===== src/verilog/irq_csr_pkg.sv =====
package irq_csr_pkg;

    // AXI4-Lite bus widths
    typedef logic [3:0]  axi_addr_t;  // byte address, 4 words
    typedef logic [31:0] axi_data_t;
    typedef logic [3:0]  axi_strb_t;  // one bit per byte lane
    typedef logic [1:0]  axi_resp_t;

    localparam axi_resp_t resp_okay   = 2'b00;
    localparam axi_resp_t resp_slverr = 2'b10;

    // register map
    localparam axi_addr_t reg_ctrl   = 4'h0;
    localparam axi_addr_t reg_vector = 4'h4;
    localparam axi_addr_t reg_status = 4'h8; // read only
    localparam axi_addr_t reg_count  = 4'hC; // read only, any write clears

    // ctrl fields
    localparam int ctrl_enable_bit = 0;
    localparam logic ctrl_reset    = 1'b1; // interrupts enabled out of reset

    // vector reset value, ISR entry PC
    localparam axi_data_t vector_reset = 32'h0000_0100;

    // status fields
    localparam int status_running_bit  = 0;
    localparam int status_stalling_bit = 1;
    localparam int status_saved_pc_lsb = 16; // saved PC sits in 27:16

endpackage


===== src/verilog/irq_types_pkg.sv =====
package irq_types_pkg;

    // one instruction address, byte addressed, word aligned
    typedef logic [11:0] pc_t;

    // major opcode field, instr[6:0]
    typedef logic [6:0] opcode_t;

    // pipeline drain counter
    typedef logic [2:0] stall_cnt_t;

    // SYSTEM major opcode, URET arrives with it
    localparam opcode_t opc_system = 7'h73;

    // cycles of fetch_en to wait before the jump and before the return
    localparam stall_cnt_t enter_drain = 3'd3;
    localparam stall_cnt_t exit_drain  = 3'd2;

    typedef enum logic [1:0] {
        seq_idle,    // waiting for an interrupt
        seq_enter,   // draining before the jump to the vector
        seq_running, // executing the service routine
        seq_exit     // draining before the return
    } seq_state_t;

endpackage

===== src/verilog/irq_fetch_top.sv =====
`timescale 1ns/1ps

module irq_fetch_top
    import irq_types_pkg::*;
    import irq_csr_pkg::*;
#(
    parameter int pc_width = 12
) (
    input  logic      clk,
    input  logic      nrst,
    // pipeline side
    input  logic      irq_n,
    input  opcode_t   opcode,
    input  logic      fetch_en,
    input  logic      redirect,
    input  pc_t       redirect_pc,
    output pc_t       pc,
    output logic      fetch_stall,
    output logic      isr_active,
    // AXI4-Lite slave
    input  logic      awvalid,
    output logic      awready,
    input  axi_addr_t awaddr,
    input  logic      wvalid,
    output logic      wready,
    input  axi_data_t wdata,
    input  axi_strb_t wstrb,
    output logic      bvalid,
    input  logic      bready,
    output axi_resp_t bresp,
    input  logic      arvalid,
    output logic      arready,
    input  axi_addr_t araddr,
    output logic      rvalid,
    input  logic      rready,
    output axi_data_t rdata,
    output axi_resp_t rresp
);

    logic irq_enable;
    pc_t  vector;
    pc_t  saved_pc;
    logic sel_isr;
    logic ret_isr;
    logic stall;
    logic isr_running;

    assign fetch_stall = stall;
    assign isr_active  = isr_running;

    irq_sequencer #(.pc_width(pc_width)) u_seq (
        .clk, .nrst,
        .irq_n, .irq_enable, .fetch_en, .redirect,
        .pc, .redirect_pc, .opcode,
        .stall, .sel_isr, .ret_isr, .isr_running, .saved_pc
    );

    pc_unit #(.pc_width(pc_width)) u_pc (
        .clk, .nrst,
        .fetch_en, .redirect, .sel_isr, .ret_isr,
        .redirect_pc, .vector, .saved_pc,
        .stall, .pc
    );

    irq_csr #(.pc_width(pc_width)) u_csr (
        .clk, .nrst,
        .awvalid, .awready, .awaddr, .wvalid, .wready, .wdata, .wstrb,
        .bvalid, .bready, .bresp,
        .arvalid, .arready, .araddr, .rvalid, .rready, .rdata, .rresp,
        .isr_running,
        .stalling   (stall),     // status mirrors the fetch stall
        .saved_pc,
        .irq_enable, .vector
    );

endmodule


===== src/verilog/irq_csr.sv =====
`timescale 1ns/1ps

module irq_csr
    import irq_types_pkg::*;
    import irq_csr_pkg::*;
#(
    parameter int pc_width = 12
) (
    input  logic      clk,
    input  logic      nrst,
    // write address and data channels
    input  logic      awvalid,
    output logic      awready,
    input  axi_addr_t awaddr,
    input  logic      wvalid,
    output logic      wready,
    input  axi_data_t wdata,
    input  axi_strb_t wstrb,
    // write response
    output logic      bvalid,
    input  logic      bready,
    output axi_resp_t bresp,
    // read address and data
    input  logic      arvalid,
    output logic      arready,
    input  axi_addr_t araddr,
    output logic      rvalid,
    input  logic      rready,
    output axi_data_t rdata,
    output axi_resp_t rresp,
    // from the sequencer
    input  logic      isr_running,
    input  logic      stalling,
    input  pc_t       saved_pc,
    // to the sequencer and PC unit
    output logic      irq_enable,
    output pc_t       vector
);

    logic                ctrl_en;
    logic [pc_width-1:0] vec_q;
    axi_data_t           entry_cnt;
    logic                running_q;   // for edge detect on isr_running
    logic                wr_fire;
    logic                rd_fire;
    axi_data_t           ctrl_word;
    axi_data_t           vector_word;
    axi_data_t           status_word;
    axi_data_t           rd_word;
    axi_data_t           ctrl_merged;
    axi_data_t           vector_merged;

    function automatic logic addr_mapped(axi_addr_t addr);
        return addr inside {reg_ctrl, reg_vector, reg_status, reg_count};
    endfunction

    // byte lane merge of a write into the current register value
    function automatic axi_data_t apply_strb(axi_data_t old_word, axi_data_t new_word,
                                             axi_strb_t strb);
        axi_data_t merged;
        merged = old_word;
        for (int i = 0; i < $bits(axi_strb_t); i++) begin
            if (strb[i])
                merged[i*8 +: 8] = new_word[i*8 +: 8];
        end
        return merged;
    endfunction

    assign wr_fire = awvalid && awready && wvalid && wready;
    assign rd_fire = arvalid && arready;

    assign irq_enable = ctrl_en;
    assign vector     = vec_q;

    assign ctrl_merged   = apply_strb(ctrl_word, wdata, wstrb);
    assign vector_merged = apply_strb(vector_word, wdata, wstrb);

    always_comb begin
        ctrl_word   = '0;
        vector_word = '0;
        status_word = '0;
        ctrl_word[ctrl_enable_bit]                           = ctrl_en;
        vector_word[pc_width-1:0]                            = vec_q;
        status_word[status_running_bit]                      = isr_running;
        status_word[status_stalling_bit]                     = stalling;
        status_word[status_saved_pc_lsb +: pc_width]         = saved_pc;
        case (araddr)
            reg_ctrl:   rd_word = ctrl_word;
            reg_vector: rd_word = vector_word;
            reg_status: rd_word = status_word;
            reg_count:  rd_word = entry_cnt;
            default:    rd_word = '0;
        endcase
    end

    // write side, address and data accepted together
    always_ff @(posedge clk) begin
        if (!nrst) begin
            awready <= 1'b0;
            wready  <= 1'b0;
            bvalid  <= 1'b0;
        end else begin
            awready <= awvalid && wvalid && !awready && !bvalid;
            wready  <= awvalid && wvalid && !awready && !bvalid;
            if (wr_fire)
                bvalid <= 1'b1;
            else if (bready)
                bvalid <= 1'b0;
        end
    end

    always_ff @(posedge clk) begin
        if (wr_fire)
            bresp <= addr_mapped(awaddr) ? resp_okay : resp_slverr;
    end

    // read side
    always_ff @(posedge clk) begin
        if (!nrst) begin
            arready <= 1'b0;
            rvalid  <= 1'b0;
        end else begin
            arready <= arvalid && !arready && !rvalid;
            if (rd_fire)
                rvalid <= 1'b1;
            else if (rready)
                rvalid <= 1'b0;
        end
    end

    always_ff @(posedge clk) begin
        if (rd_fire) begin
            rdata <= rd_word;
            rresp <= addr_mapped(araddr) ? resp_okay : resp_slverr;
        end
    end

    // registers
    always_ff @(posedge clk) begin
        if (!nrst) begin
            ctrl_en   <= ctrl_reset;
            vec_q     <= vector_reset[pc_width-1:0];
            entry_cnt <= '0;
            running_q <= 1'b0;
        end else begin
            running_q <= isr_running;
            if (wr_fire && awaddr == reg_ctrl)
                ctrl_en <= ctrl_merged[ctrl_enable_bit];
            if (wr_fire && awaddr == reg_vector)
                vec_q <= vector_merged[pc_width-1:0];
            if (wr_fire && awaddr == reg_count)
                entry_cnt <= '0;                     // clear wins over a new entry
            else if (isr_running && !running_q)
                entry_cnt <= entry_cnt + 32'd1;
        end
    end

    // a write is only taken once the last response has gone, one response per write
    a_one_resp_per_write: assert property (@(posedge clk) disable iff (!nrst)
        wr_fire |-> !bvalid);

endmodule


===== src/verilog/pc_unit.sv =====
`timescale 1ns/1ps

module pc_unit
    import irq_types_pkg::*;
#(
    parameter int pc_width = 12
) (
    input  logic clk,
    input  logic nrst,
    input  logic fetch_en,
    input  logic redirect,
    input  logic sel_isr,
    input  logic ret_isr,
    input  pc_t  redirect_pc,
    input  pc_t  vector,
    input  pc_t  saved_pc,
    input  logic stall,
    output pc_t  pc
);

    localparam logic [pc_width-1:0] pc_step = 4; // one 32-bit instruction

    logic [pc_width-1:0] pc_next;
    logic                pc_load;

    // highest priority first
    always_comb begin
        pc_next = pc;
        pc_load = 1'b1;
        if (sel_isr) begin
            pc_next = vector;          // jump to the service routine
        end else if (ret_isr) begin
            pc_next = saved_pc;        // resume interrupted code
        end else if (redirect) begin
            pc_next = redirect_pc;     // branch or jump from later stages
        end else if (fetch_en && !stall) begin
            pc_next = pc + pc_step;
        end else begin
            pc_load = 1'b0;            // hold
        end
    end

    always_ff @(posedge clk) begin
        if (!nrst)
            pc <= '0;
        else if (pc_load)
            pc <= pc_next;
    end

endmodule


===== src/verilog/irq_sequencer.sv =====
`timescale 1ns/1ps

module irq_sequencer
    import irq_types_pkg::*;
#(
    parameter int pc_width = 12
) (
    input  logic    clk,
    input  logic    nrst,
    input  logic    irq_n,       // active low, held until serviced
    input  logic    irq_enable,
    input  logic    fetch_en,
    input  logic    redirect,
    input  pc_t     pc,
    input  pc_t     redirect_pc,
    input  opcode_t opcode,
    output logic    stall,
    output logic    sel_isr,
    output logic    ret_isr,
    output logic    isr_running,
    output pc_t     saved_pc
);

    seq_state_t state;
    stall_cnt_t drain_cnt;
    logic       armed;           // irq_n has been high since the last entry
    logic       accept;
    logic       capture_en;
    logic [pc_width-1:0] capture_pc;

    assign accept = (state == seq_idle) && !irq_n && irq_enable && armed;

    assign stall       = (state == seq_enter) || (state == seq_exit);
    assign isr_running = (state == seq_running) || (state == seq_exit);

    // return strobe fires on the last drain cycle, pc_unit restores on that edge
    assign ret_isr = (state == seq_exit) && fetch_en &&
                     (drain_cnt == exit_drain - 3'd1);

    // a redirect during the drain moves the resume point
    assign capture_en = accept || (stall && redirect);
    assign capture_pc = (stall && redirect) ? redirect_pc : pc;

    always_ff @(posedge clk) begin
        if (!nrst) begin
            state     <= seq_idle;
            drain_cnt <= '0;
            sel_isr   <= 1'b0;
            armed     <= 1'b1;
        end else begin
            sel_isr <= 1'b0; // one cycle pulse
            if (irq_n)
                armed <= 1'b1;

            case (state)
                seq_idle: begin
                    if (accept) begin
                        state     <= seq_enter;
                        drain_cnt <= '0;
                        armed     <= 1'b0; // a held line must not re-enter
                    end
                end
                seq_enter: begin
                    if (fetch_en) begin
                        if (drain_cnt == enter_drain - 3'd1) begin
                            state     <= seq_running;
                            drain_cnt <= '0;
                            sel_isr   <= 1'b1;
                        end else begin
                            drain_cnt <= drain_cnt + 3'd1;
                        end
                    end
                end
                seq_running: begin
                    // wait until the vector has been loaded before honoring URET
                    if (opcode == opc_system && !sel_isr) begin
                        state     <= seq_exit;
                        drain_cnt <= '0;
                    end
                end
                seq_exit: begin
                    if (fetch_en) begin
                        if (ret_isr) begin
                            state     <= seq_idle;
                            drain_cnt <= '0;
                        end else begin
                            drain_cnt <= drain_cnt + 3'd1;
                        end
                    end
                end
                default: state <= seq_idle;
            endcase
        end
    end

    always_ff @(posedge clk) begin
        if (!nrst)
            saved_pc <= '0;
        else if (capture_en)
            saved_pc <= capture_pc;
    end

    // the PC can only take one of the two ISR loads at a time
    a_sel_ret_excl: assert property (@(posedge clk) disable iff (!nrst)
        !(sel_isr && ret_isr));

    // fetch is held for the whole drain, released only by the jump or the return
    a_stall_in_drain: assert property (@(posedge clk) disable iff (!nrst)
        $fell(stall) |-> (sel_isr || $past(ret_isr)));

endmodule


===== config.mk =====
export PLATFORM = sky130hd
export DESIGN_NAME = irq_fetch_top
export DESIGN_NICKNAME = d
export VERILOG_FILES = /design/src/verilog/irq_csr_pkg.sv /design/src/verilog/irq_types_pkg.sv /design/src/verilog/irq_fetch_top.sv /design/src/verilog/irq_csr.sv /design/src/verilog/pc_unit.sv /design/src/verilog/irq_sequencer.sv
export SDC_FILE = /design/constraint.sdc
export NUM_CORES = 1
export LEC_CHECK = 0
export ABC_AREA = 1
export BUFFER_PORTS_ARGS = -buffer_cell sky130_fd_sc_hd__buf_2
export CAP_MARGIN = 10
export CORE_ASPECT_RATIO = 1.75
export CORE_MARGIN = 5
export CORE_UTILIZATION = 30
export DETAILED_ROUTE_END_ITERATION = 6
export PLACE_DENSITY = 0.56
export SLEW_MARGIN = 15
export SYNTH_ARGS = -nofsm -noshare
export SYNTH_HDL_FRONTEND = slang
export SYNTH_HIERARCHICAL = 1
export SYNTH_SLANG_ARGS = --single-unit

===== constraint.sdc =====
create_clock -name clk -period 2.2 [get_ports clk]
set_clock_uncertainty 0.05 [all_clocks]
set_input_delay 0.44 -clock clk [delete_from_list [all_inputs] [get_ports clk]]
set_output_delay 0.44 -clock clk [all_outputs]
set_load 0.1 [all_outputs]

[Word-level counts from Yosys, hierarchy flattened]
Cells that the tools add are included.
Widths: inputs -> output; s select.
Cells by class
  $add $sub $neg: 3
  eq/ne operators: 18
  mux-type cells: 34
  bitwise gates (word level): 1
  reduce and logical (&&, ||, !) cells: 48
Operators with widths (count)
  $pmux 32 s4: 1
  $mux 12: 5
  $add 32x1->32 const B: 1
  $logic_and 1x1->1: 21
  $mux 3: 6
  $eq 4x4->1 const B: 4
  $mux 2: 8
  $add 12x3->12 const B: 1
  $mux 1: 12
  $pmux 3 s4: 1
  $reduce_bool 4->1: 3
  $ne 2x2->1 const B: 5
  $eq 4x3->1 const B: 2
  $logic_not 1->1: 8
  $logic_not 4->1: 2
  $pmux 2 s4: 1
  $reduce_and 2->1: 4
  $eq 7x7->1 const B: 1
  $reduce_and 6->1: 1
  $eq 2x2->1 const B: 2
  $reduce_and 4->1: 1
  $reduce_bool 2->1: 2
  $add 3x1->3 const B: 1
  $eq 3x1->1 const B: 1
  other kinds (8): 10
Storage, ports and cells
  register bits after elaboration: 117
  bits of input ports: 73
  output and inout bits: 55
  word-level logic and storage cells: 122

[Logic depth before layout (Yosys ltp)]
Gate-level depths: netlist of run 1.
  depth after elaboration: 9
  mapped depth: 13
  depth with buffers taken out: 12

[Modules after synthesis]
The synthesis of run 1 kept the hierarchy.
Modules (own cells, without submodules)
  irq_csr: times used 1, cells an instance 472, area an instance 3851.2 µm², seq. area each 2021.9 µm²
  irq_sequencer: times used 1, cells an instance 152, area an instance 1131.1 µm², seq. area each 380.4 µm²
  pc_unit: times used 1, cells an instance 163, area an instance 1036.0 µm², seq. area each 240.2 µm²

[Worst setup path before layout of run 1]
No wires, ideal clock.
  path kind: reg2reg
  start: register u_csr.arready
  end: register u_csr.rdata[0] (enable)
  library setup time: 0.388 ns
  data arrival time: 1.800 ns
  required time: 1.762 ns
  path slack: -0.038 ns
  stages on the path, launching flop included: 3
  buffers on the path: 0
  clock period less this slack: 2.238 ns
  cells stage by stage: dfxtp_1 -> nand2_1 -> inv_1
On the way
  cells in the longest elaborated chain, start to end: 1
RTL lines
  start, declared: line irq_csr.sv:25  | output logic arready,
  start signal, assigned: line irq_csr.sv:123  | arready <= arvalid && !arready && !rvalid;
  $logic_and 1x1->1: line irq_csr.sv:70  | assign rd_fire = arvalid && arready;
  named net u_csr.rd_fire: line irq_csr.sv:45  | logic rd_fire;
  end signal, assigned: line irq_csr.sv:133  | rdata <= rd_word;
  end, declared: line irq_csr.sv:29  | output axi_data_t rdata,
The timed path passes the listed nets, and every way through them passes these cells.
A chain may end at the register's enable or synchronous reset.

[Worst setup path after layout of run 1]
  start: register u_seq.state[1]
  end: output port fetch_stall
On the way
  cells in the longest elaborated chain, start to end: 2
  elaborated cells between the ends (all ways): 3
  those cells by class: eq/ne: 2; reduce/logical: 1
RTL lines
  start, declared: line irq_sequencer.sv:24  | seq_state_t state;
  start signal, assigned: line irq_sequencer.sv:46  | state <= seq_idle;
  start signal, assigned: line irq_sequencer.sv:58  | state <= seq_enter;
  start signal, assigned: line irq_sequencer.sv:66  | state <= seq_running;
  $eq 2x1->1 or $eq 2x2->1 (tied branches): line irq_sequencer.sv:33  | assign stall = (state == seq_enter) || (state == seq_exit);
  $logic_or 1x1->1 (*): line irq_sequencer.sv:33
  end, declared: line irq_fetch_top.sv:18  | output logic fetch_stall,
Mark *: on every way between the ends. The rest lies on a longest branch, timed or not.

==> results of run 1 <==
Yosys cell counts (11+ instances only):
cell type    n
dfxtp_1     81
edfxtp_1    34
nand3_1     58
o21ai_0     33
a31oi_1     16
inv_2       15
o21ai_1     18
nand4_1     11
inv_1       93
a21oi_1     45
o22ai_1     11
nand2_1    177
nor2_1      74
worst min-delay path, stage by stage:
cell and delay, ns:
buf_2 0.11, nand2_1 0.05, nor3_1 0.04
cell type report:
class,count,area [um2]
Clock buffer,22,495.5
Clock inverter,10,96.34
Fill cell,2064,12220
Inverter,112,430.4
Multi-Input combinational cell,538,2810
Sequential cell,115,2644
Tap cell,245,306.5
Timing Repair Buffer,124,732.0
timing repair:
item | CTS | global route
pin swaps | 0 | 1
buffers inserted | 1 | 5
gates resized for setup | 3 | 3
setup endpoints to repair | 2 | 4
cells in the final DEF, fill, tap and decap left out, drive strengths merged, types with 3 or more instances in the layout:
cell / netlist / final
o221ai: 3 / 3
nand4: 11 / 11
buf: 18 / 124
nor2: 91 / 91
inv: 109 / 110
or2: 5 / 5
edfxtp: 34 / 34
o21ai: 58 / 58
a22o: 3 / 3
clkinv: 3 / 8
a31oi: 16 / 16
xor2: 4 / 4
clkbuf: 5 / 22
o211ai: 4 / 4
dfxtp: 81 / 81
a21oi: 46 / 46
nor3: 10 / 10
nand2: 187 / 187
clkinvlp: 0 / 3
o22ai: 11 / 11
o21bai: 4 / 4
nand3: 65 / 65
ha: 10 / 10
metal layers:
layer,part of all wire,routed length (um)
met5,0.0015,27
met4,0.039,727
met3,0.043,786
met2,0.55,10040
met1,0.37,6833
report_power, final:
part	internal (W)	switching (W)
Combinational	0.000627	0.00142
Sequential	0.00236	0.000198
Clock	0.00171	0.00101
sequential cells by signal, summed over array words and instances, names as in the netlist:
signal and cells:
u_seq/drain_cnt 3, u_csr/bresp 1, u_csr/irq_enable 1, u_csr/bvalid 1, u_seq/saved_pc 12, u_pc/pc 12, u_seq/armed 1, u_csr/running_q 1
u_csr/rvalid 1, u_csr/entry_cnt 32, u_csr/wready 1, u_csr/rresp 1, u_csr/rdata 32, u_seq/sel_isr 1, u_csr/vector 12, u_csr/arready 1
u_seq/state 2
through the flow:
stage	hold WS, ns	cell area (um2)	utilization	cells
4_1_cts	0.1847	7471	0.3785	1161
5_1_grt	0.2063	7515	0.3807	1166
3_3_place_gp	0.3823	6863	0.3477	1128
6_report	0.2136	7515	0.3807	1166
3_5_place_dp	0.3827	6863	0.3477	1128
2_1_floorplan	0.3860	6026	-	788
kinds of logic (layout without fill, tap and decap cells):
logic type / after synthesis / after routing / synth area share
AOI/OAI and AO/OA: 148 / 148 / 0.1449
xor gates and xnor gates: 5 / 5 / 0.007276
adders and majority gates: 10 / 10 / 0.02079
buffers and inverters: 135 / 268 / 0.09584
DFF: 115 / 115 / 0.4391
other: 1 / 2 / 0.0006231
and+or+nand+nor: 373 / 373 / 0.2915
worst paths after layout:
path,from,end,cells past startpoint,slack (ns)
min reg2reg,u_csr/arready,u_csr/arready,1,0.40
min,arvalid,u_csr/arready,3,0.21
max reg2reg,u_seq/state[0],u_csr/entry_cnt[13],11,0.23
max,u_seq/state[1],fetch_stall,6,0.08
==> impl_metrics.py, run 1 <==
metrics = {
    "timing": {
        "slew_headroom": 0.6547,
        "hold_violations": 0,
        "slew_viol_final": 0,
        "period_needed_ns": 2.121,
        "clock.fmax_mhz": 471.5,
        "tightest_slew_ns": 0.5215,
        "setup_ws_ns": 0.07914,
        "rsz0062_at_grt": "false",
        "final-setup-viol-count": 0,
        "fin_crit_sh": 0.9640,
        "fin_setup_tns_ns": 0,
    },
    "routing": {
        "via_per_inst": 4.828,
        "route.detailed.drc": 0,
        "route.vias.total": 5629,
        "drtIter0Drc": 462,
        "wl_um": 18410,
        "drt_first_pass_iters": 5,
        "ant_nets": 0,
        "wl_per_cell_um": 15.79,
    },
    "global_routing": {
        "grt_pass1_wl_um": 29010,
        "met1_usage": 0.1715,
        "grt_pass1_vias": 5594,
        "grt_max_degree": 34,
        "grt_overflow": 0,
        "grtUsageMet3": 0.02974,
        "grtUsageTotal": 0.1649,
        "antenna_found_initial": 2,
        "met2_usage": 0.3061,
        "top_usage_layer": "met2",
    },
    "place": {
        "gp_congestion": 0.9164,
        "port_buffers": 103,
        "dp_slack_ns": 0.1923,
        "hpwlAfterDp_um": 14240,
    },
    "worst_setup_path": {
        "cp.required_ns": 1.71,
        "crit_path_end_kind": "output pin",
        "worstPathArrival_ns": 1.63,
        "crit_type": "reg -> out",
        "cpPeakStageDelay_ns": 0.36,
        "critical_path.top_delay_family": "buffers and inverters",
        "cp-start-kind": "flip-flop",
        "path_common_cell": "buf_12",
        "cp.buffers_inverters": 4,
        "worstPathCellList": "inv_1 -> ha_1 -> nor2_2 -> inv_2 -> buf_12 -> buf_12",
        "slowest_stage": "dfxtp_1",
        "path_max_fanout": 8,
    },
    "cts": {
        "cts_tree": "built",
        "cts-buffers-inserted": 17,
        "holdBufCountCts": 0,
        "h-tree-depth": 4,
        "cts_root_buf": "clkbuf_16",
        "clk_pin_slew_ns": 0.05,
        "clk_latency_ns": 0.41,
        "cts.sinks": 115,
        "clock_path_buffers": 2,
    },
    "floorplan": {
        "die_x_um": 117.1,
        "initial_core_util": 0.3049,
        "core_mm2": 0.01974,
        "rows": 68,
        "die_h_um": 197.4,
        "die_area_mm2": 0.02310,
        "ioPinCount": 128,
    },
    "finish": {
        "drive_above_1_share": 0.2432,
        "final_nets": 991,
        "synthToLayoutAreaGrowth_pct": 24.86,
        "antennaDiodeCount": 0,
    },
    "synthesis": {
        "synth_edf_count": 34,
        "synth_cell_type_count": 48,
        "ys_async_sr_fraction": 0,
        "avgSynthCellArea_um2": 7.647,
        "syn_area_mm2": 0.006018,
        "yosys_warnings": 6,
        "yosysTopAreaCell": "dfxtp_1",
        "synthFlopType": "dfxtp_1",
        "ys_seq_area_frac": 0.4391,
        "synth_seq_cells": 115,
        "syn_inst": 787,
        "yosys-top-cells-area": "dfxtp_1 27%, edfxtp_1 17%, nand2_1 11%",
        "synth_top_area_frac": 0.2694,
    },
    "job": {
        "cap_violations": 0,
    },
    "status": {
        "outcome": "finished, final reports clean",
    },
    "pwr": {
        "p_per_area_mw_per_mm2": 974.4,
        "p_leak_nw": 3.101,
        "peakVddDrop_mv": 0.8362,
        "p_total_w": 0.007322,
    },
    "worst_hold_path": {
        "hp-class": "in -> reg",
    },
}
No activity file was read; power rests on OpenSTA's default activity.
==> inputs of run 2 (changes only) <==
--- a/constraint.sdc
+++ b/constraint.sdc
@@ -3,3 +3,3 @@
 set_input_delay 0.44 -clock clk [delete_from_list [all_inputs] [get_ports clk]]
 set_output_delay 0.44 -clock clk [all_outputs]
-set_load 0.1 [all_outputs]
+set_load 0.05 [all_outputs]
==> impl_metrics.py, run 2 (synthesis results as in run 1) <==
metrics = {
    "status": {
        "outcome": "finished, final reports clean",
    },
    "worst_setup_path": {
        "cp-startpoint": "u_seq/state[0]",
        "path_max_fanout": 5,
        "crit_path_end_kind": "output pin",
        "crit_type": "reg -> out",
        "cpPeakStageDelay_ns": 0.33,
        "path_common_cell": "buf_4",
        "cp.required_ns": 1.71,
        "r2r_start": "u_seq/drain_cnt[1]",
        "worstPathCellList": "ha_1 -> or2_4 -> buf_4 -> buf_4",
        "cp-start-kind": "flip-flop",
        "slowest_stage": "dfxtp_2",
        "worstPathArrival_ns": 1.65,
    },
    "floorplan": {
        "rows": 68,
        "core_mm2": 0.01974,
        "die_h_um": 197.4,
        "die_area_mm2": 0.02310,
        "die_x_um": 117.1,
        "initial_core_util": 0.3049,
        "ioPinCount": 128,
    },
    "timing": {
        "final-setup-viol-count": 0,
        "hold_violations": 0,
        "clock.fmax_mhz": 466.6,
        "fin_crit_sh": 0.9741,
        "rsz0062_at_grt": "false",
        "fin_setup_tns_ns": 0,
        "period_needed_ns": 2.143,
        "slew_viol_final": 0,
        "setup_ws_ns": 0.05694,
    },
    "pwr": {
        "p_total_w": 0.007224,
        "p_per_area_mw_per_mm2": 965.9,
        "peakVddDrop_mv": 0.5691,
        "p_leak_nw": 3.099,
    },
    "global_routing": {
        "grtUsageTotal": 0.1633,
        "grt_overflow": 0,
        "grt_pass1_vias": 5516,
        "grt_max_degree": 34,
        "grt_pass1_wl_um": 28350,
        "antenna_found_initial": 3,
    },
    "cts": {
        "holdBufCountCts": 0,
        "cts.sinks": 115,
        "cts_tree": "built",
        "clk_pin_slew_ns": 0.05,
        "cts_root_buf": "clkbuf_16",
        "h-tree-depth": 4,
        "cts-buffers-inserted": 17,
        "clk_latency_ns": 0.42,
        "clock_path_buffers": 2,
    },
    "place": {
        "port_buffers": 103,
        "dp_cells": 1128,
        "dp_slack_ns": 0.2122,
        "gp_congestion": 0.9080,
        "hpwlAfterDp_um": 14240,
        "dpl_cell_area_mm2": 0.006807,
    },
    "finish": {
        "nFillCells": 2089,
        "layout_common_cells": "177 x nand2_1, 101 x buf_2, 92 x inv_1, 80 x dfxtp_1, 73 x nor2_1",
        "drive_above_1_share": 0.2366,
        "regArea_mm2": 0.002644,
        "instances_no_fill": 1163,
        "fin_area_mm2": 0.007480,
        "reg.largest.list": "u_csr/entry_cnt: 32 flops, u_csr/rdata: 32 flops",
        "multi_input_area_mm2": 0.002810,
        "layout_commonest_cell": "nand2_1",
        "synthToLayoutAreaGrowth_pct": 24.28,
        "final_nets": 987,
    },
    "routing": {
        "via_per_inst": 4.824,
        "wl_um": 18510,
        "route.detailed.drc": 0,
        "route.vias.total": 5610,
        "wl_met1_um": 6665,
        "wl_per_cell_um": 15.92,
        "drt_first_pass_iters": 5,
        "top_layer": "met5",
        "drtIter0Drc": 378,
        "ant_nets": 0,
        "wl_met2_um": 10020,
        "met3_wirelength_um": 1009,
    },
    "job": {
        "cap_violations": 0,
    },
    "worst_hold_path": {
        "hp-start": "arvalid",
        "hp-class": "in -> reg",
    },
}
## run 2: changes by cell type in the layout (fill, tap and decap cells not counted), moves of 2 or more
| cell | change |
|---|---|
| bufinv_16 | +2 |
| clkinv_4 | -3 |
| buf_12 | -4 |
| clkinv_1 | +2 |
## run 2: cell type report
class / count / area share
inverters: 112 / 0.05704
well taps: 245 / 0.04098
repair buffers: 120 / 0.08665
clock inverters: 8 / 0.01572
multi-input cells: 538 / 0.3757
clock buffers: 24 / 0.07009
diodes: 1 / 0.0003346
flip-flops and latches: 115 / 0.3535
## run 2: metrics by stage
stage                     utilization  hold WS (ns)
final                          0.3789        0.2042
after global routing           0.3789        0.2097
after CTS                      0.3779        0.1839
after detailed placement       0.3448        0.3880
after global placement         0.3448        0.3870
after floorplan                     -        0.3860
## run 2: report_power, final
group          switching (W)  internal, W
Sequential          0.000193      0.00236
Combinational        0.00115     0.000562
Clock               0.000962      0.00200
Total                0.00231      0.00492
## run 2: routing by layer
metal	vias to the layer above	GRT usage
li1	2827	-
met1	2574	0.1601
met5	-	0
met3	44	0.04506
met2	161	0.3023
met4	4	0.08588
## run 2: final timing paths
kind                            slack, ns  cells past startpoint       endpoint
worst max-delay path                 0.06                      4     isr_active
worst min-delay path                 0.20                      3  u_csr/arready
worst min register to register       0.40                      1  u_csr/arready
worst max register to register       0.20                     10     u_pc/pc[4]
## run 2: repair_timing
item                       in CTS  in global routing
gates resized for setup         6                  1
buffers inserted                0                  2
setup endpoints to repair       2                  1
## run 2: critical path: cells and delay by family, from the launching register on
kind | cells | cell delay, ns
DFF | 1 | 0.33
adders and majority gates | 1 | 0.26
buffers and inverters | 2 | 0.35
and+or+nand+nor | 1 | 0.30
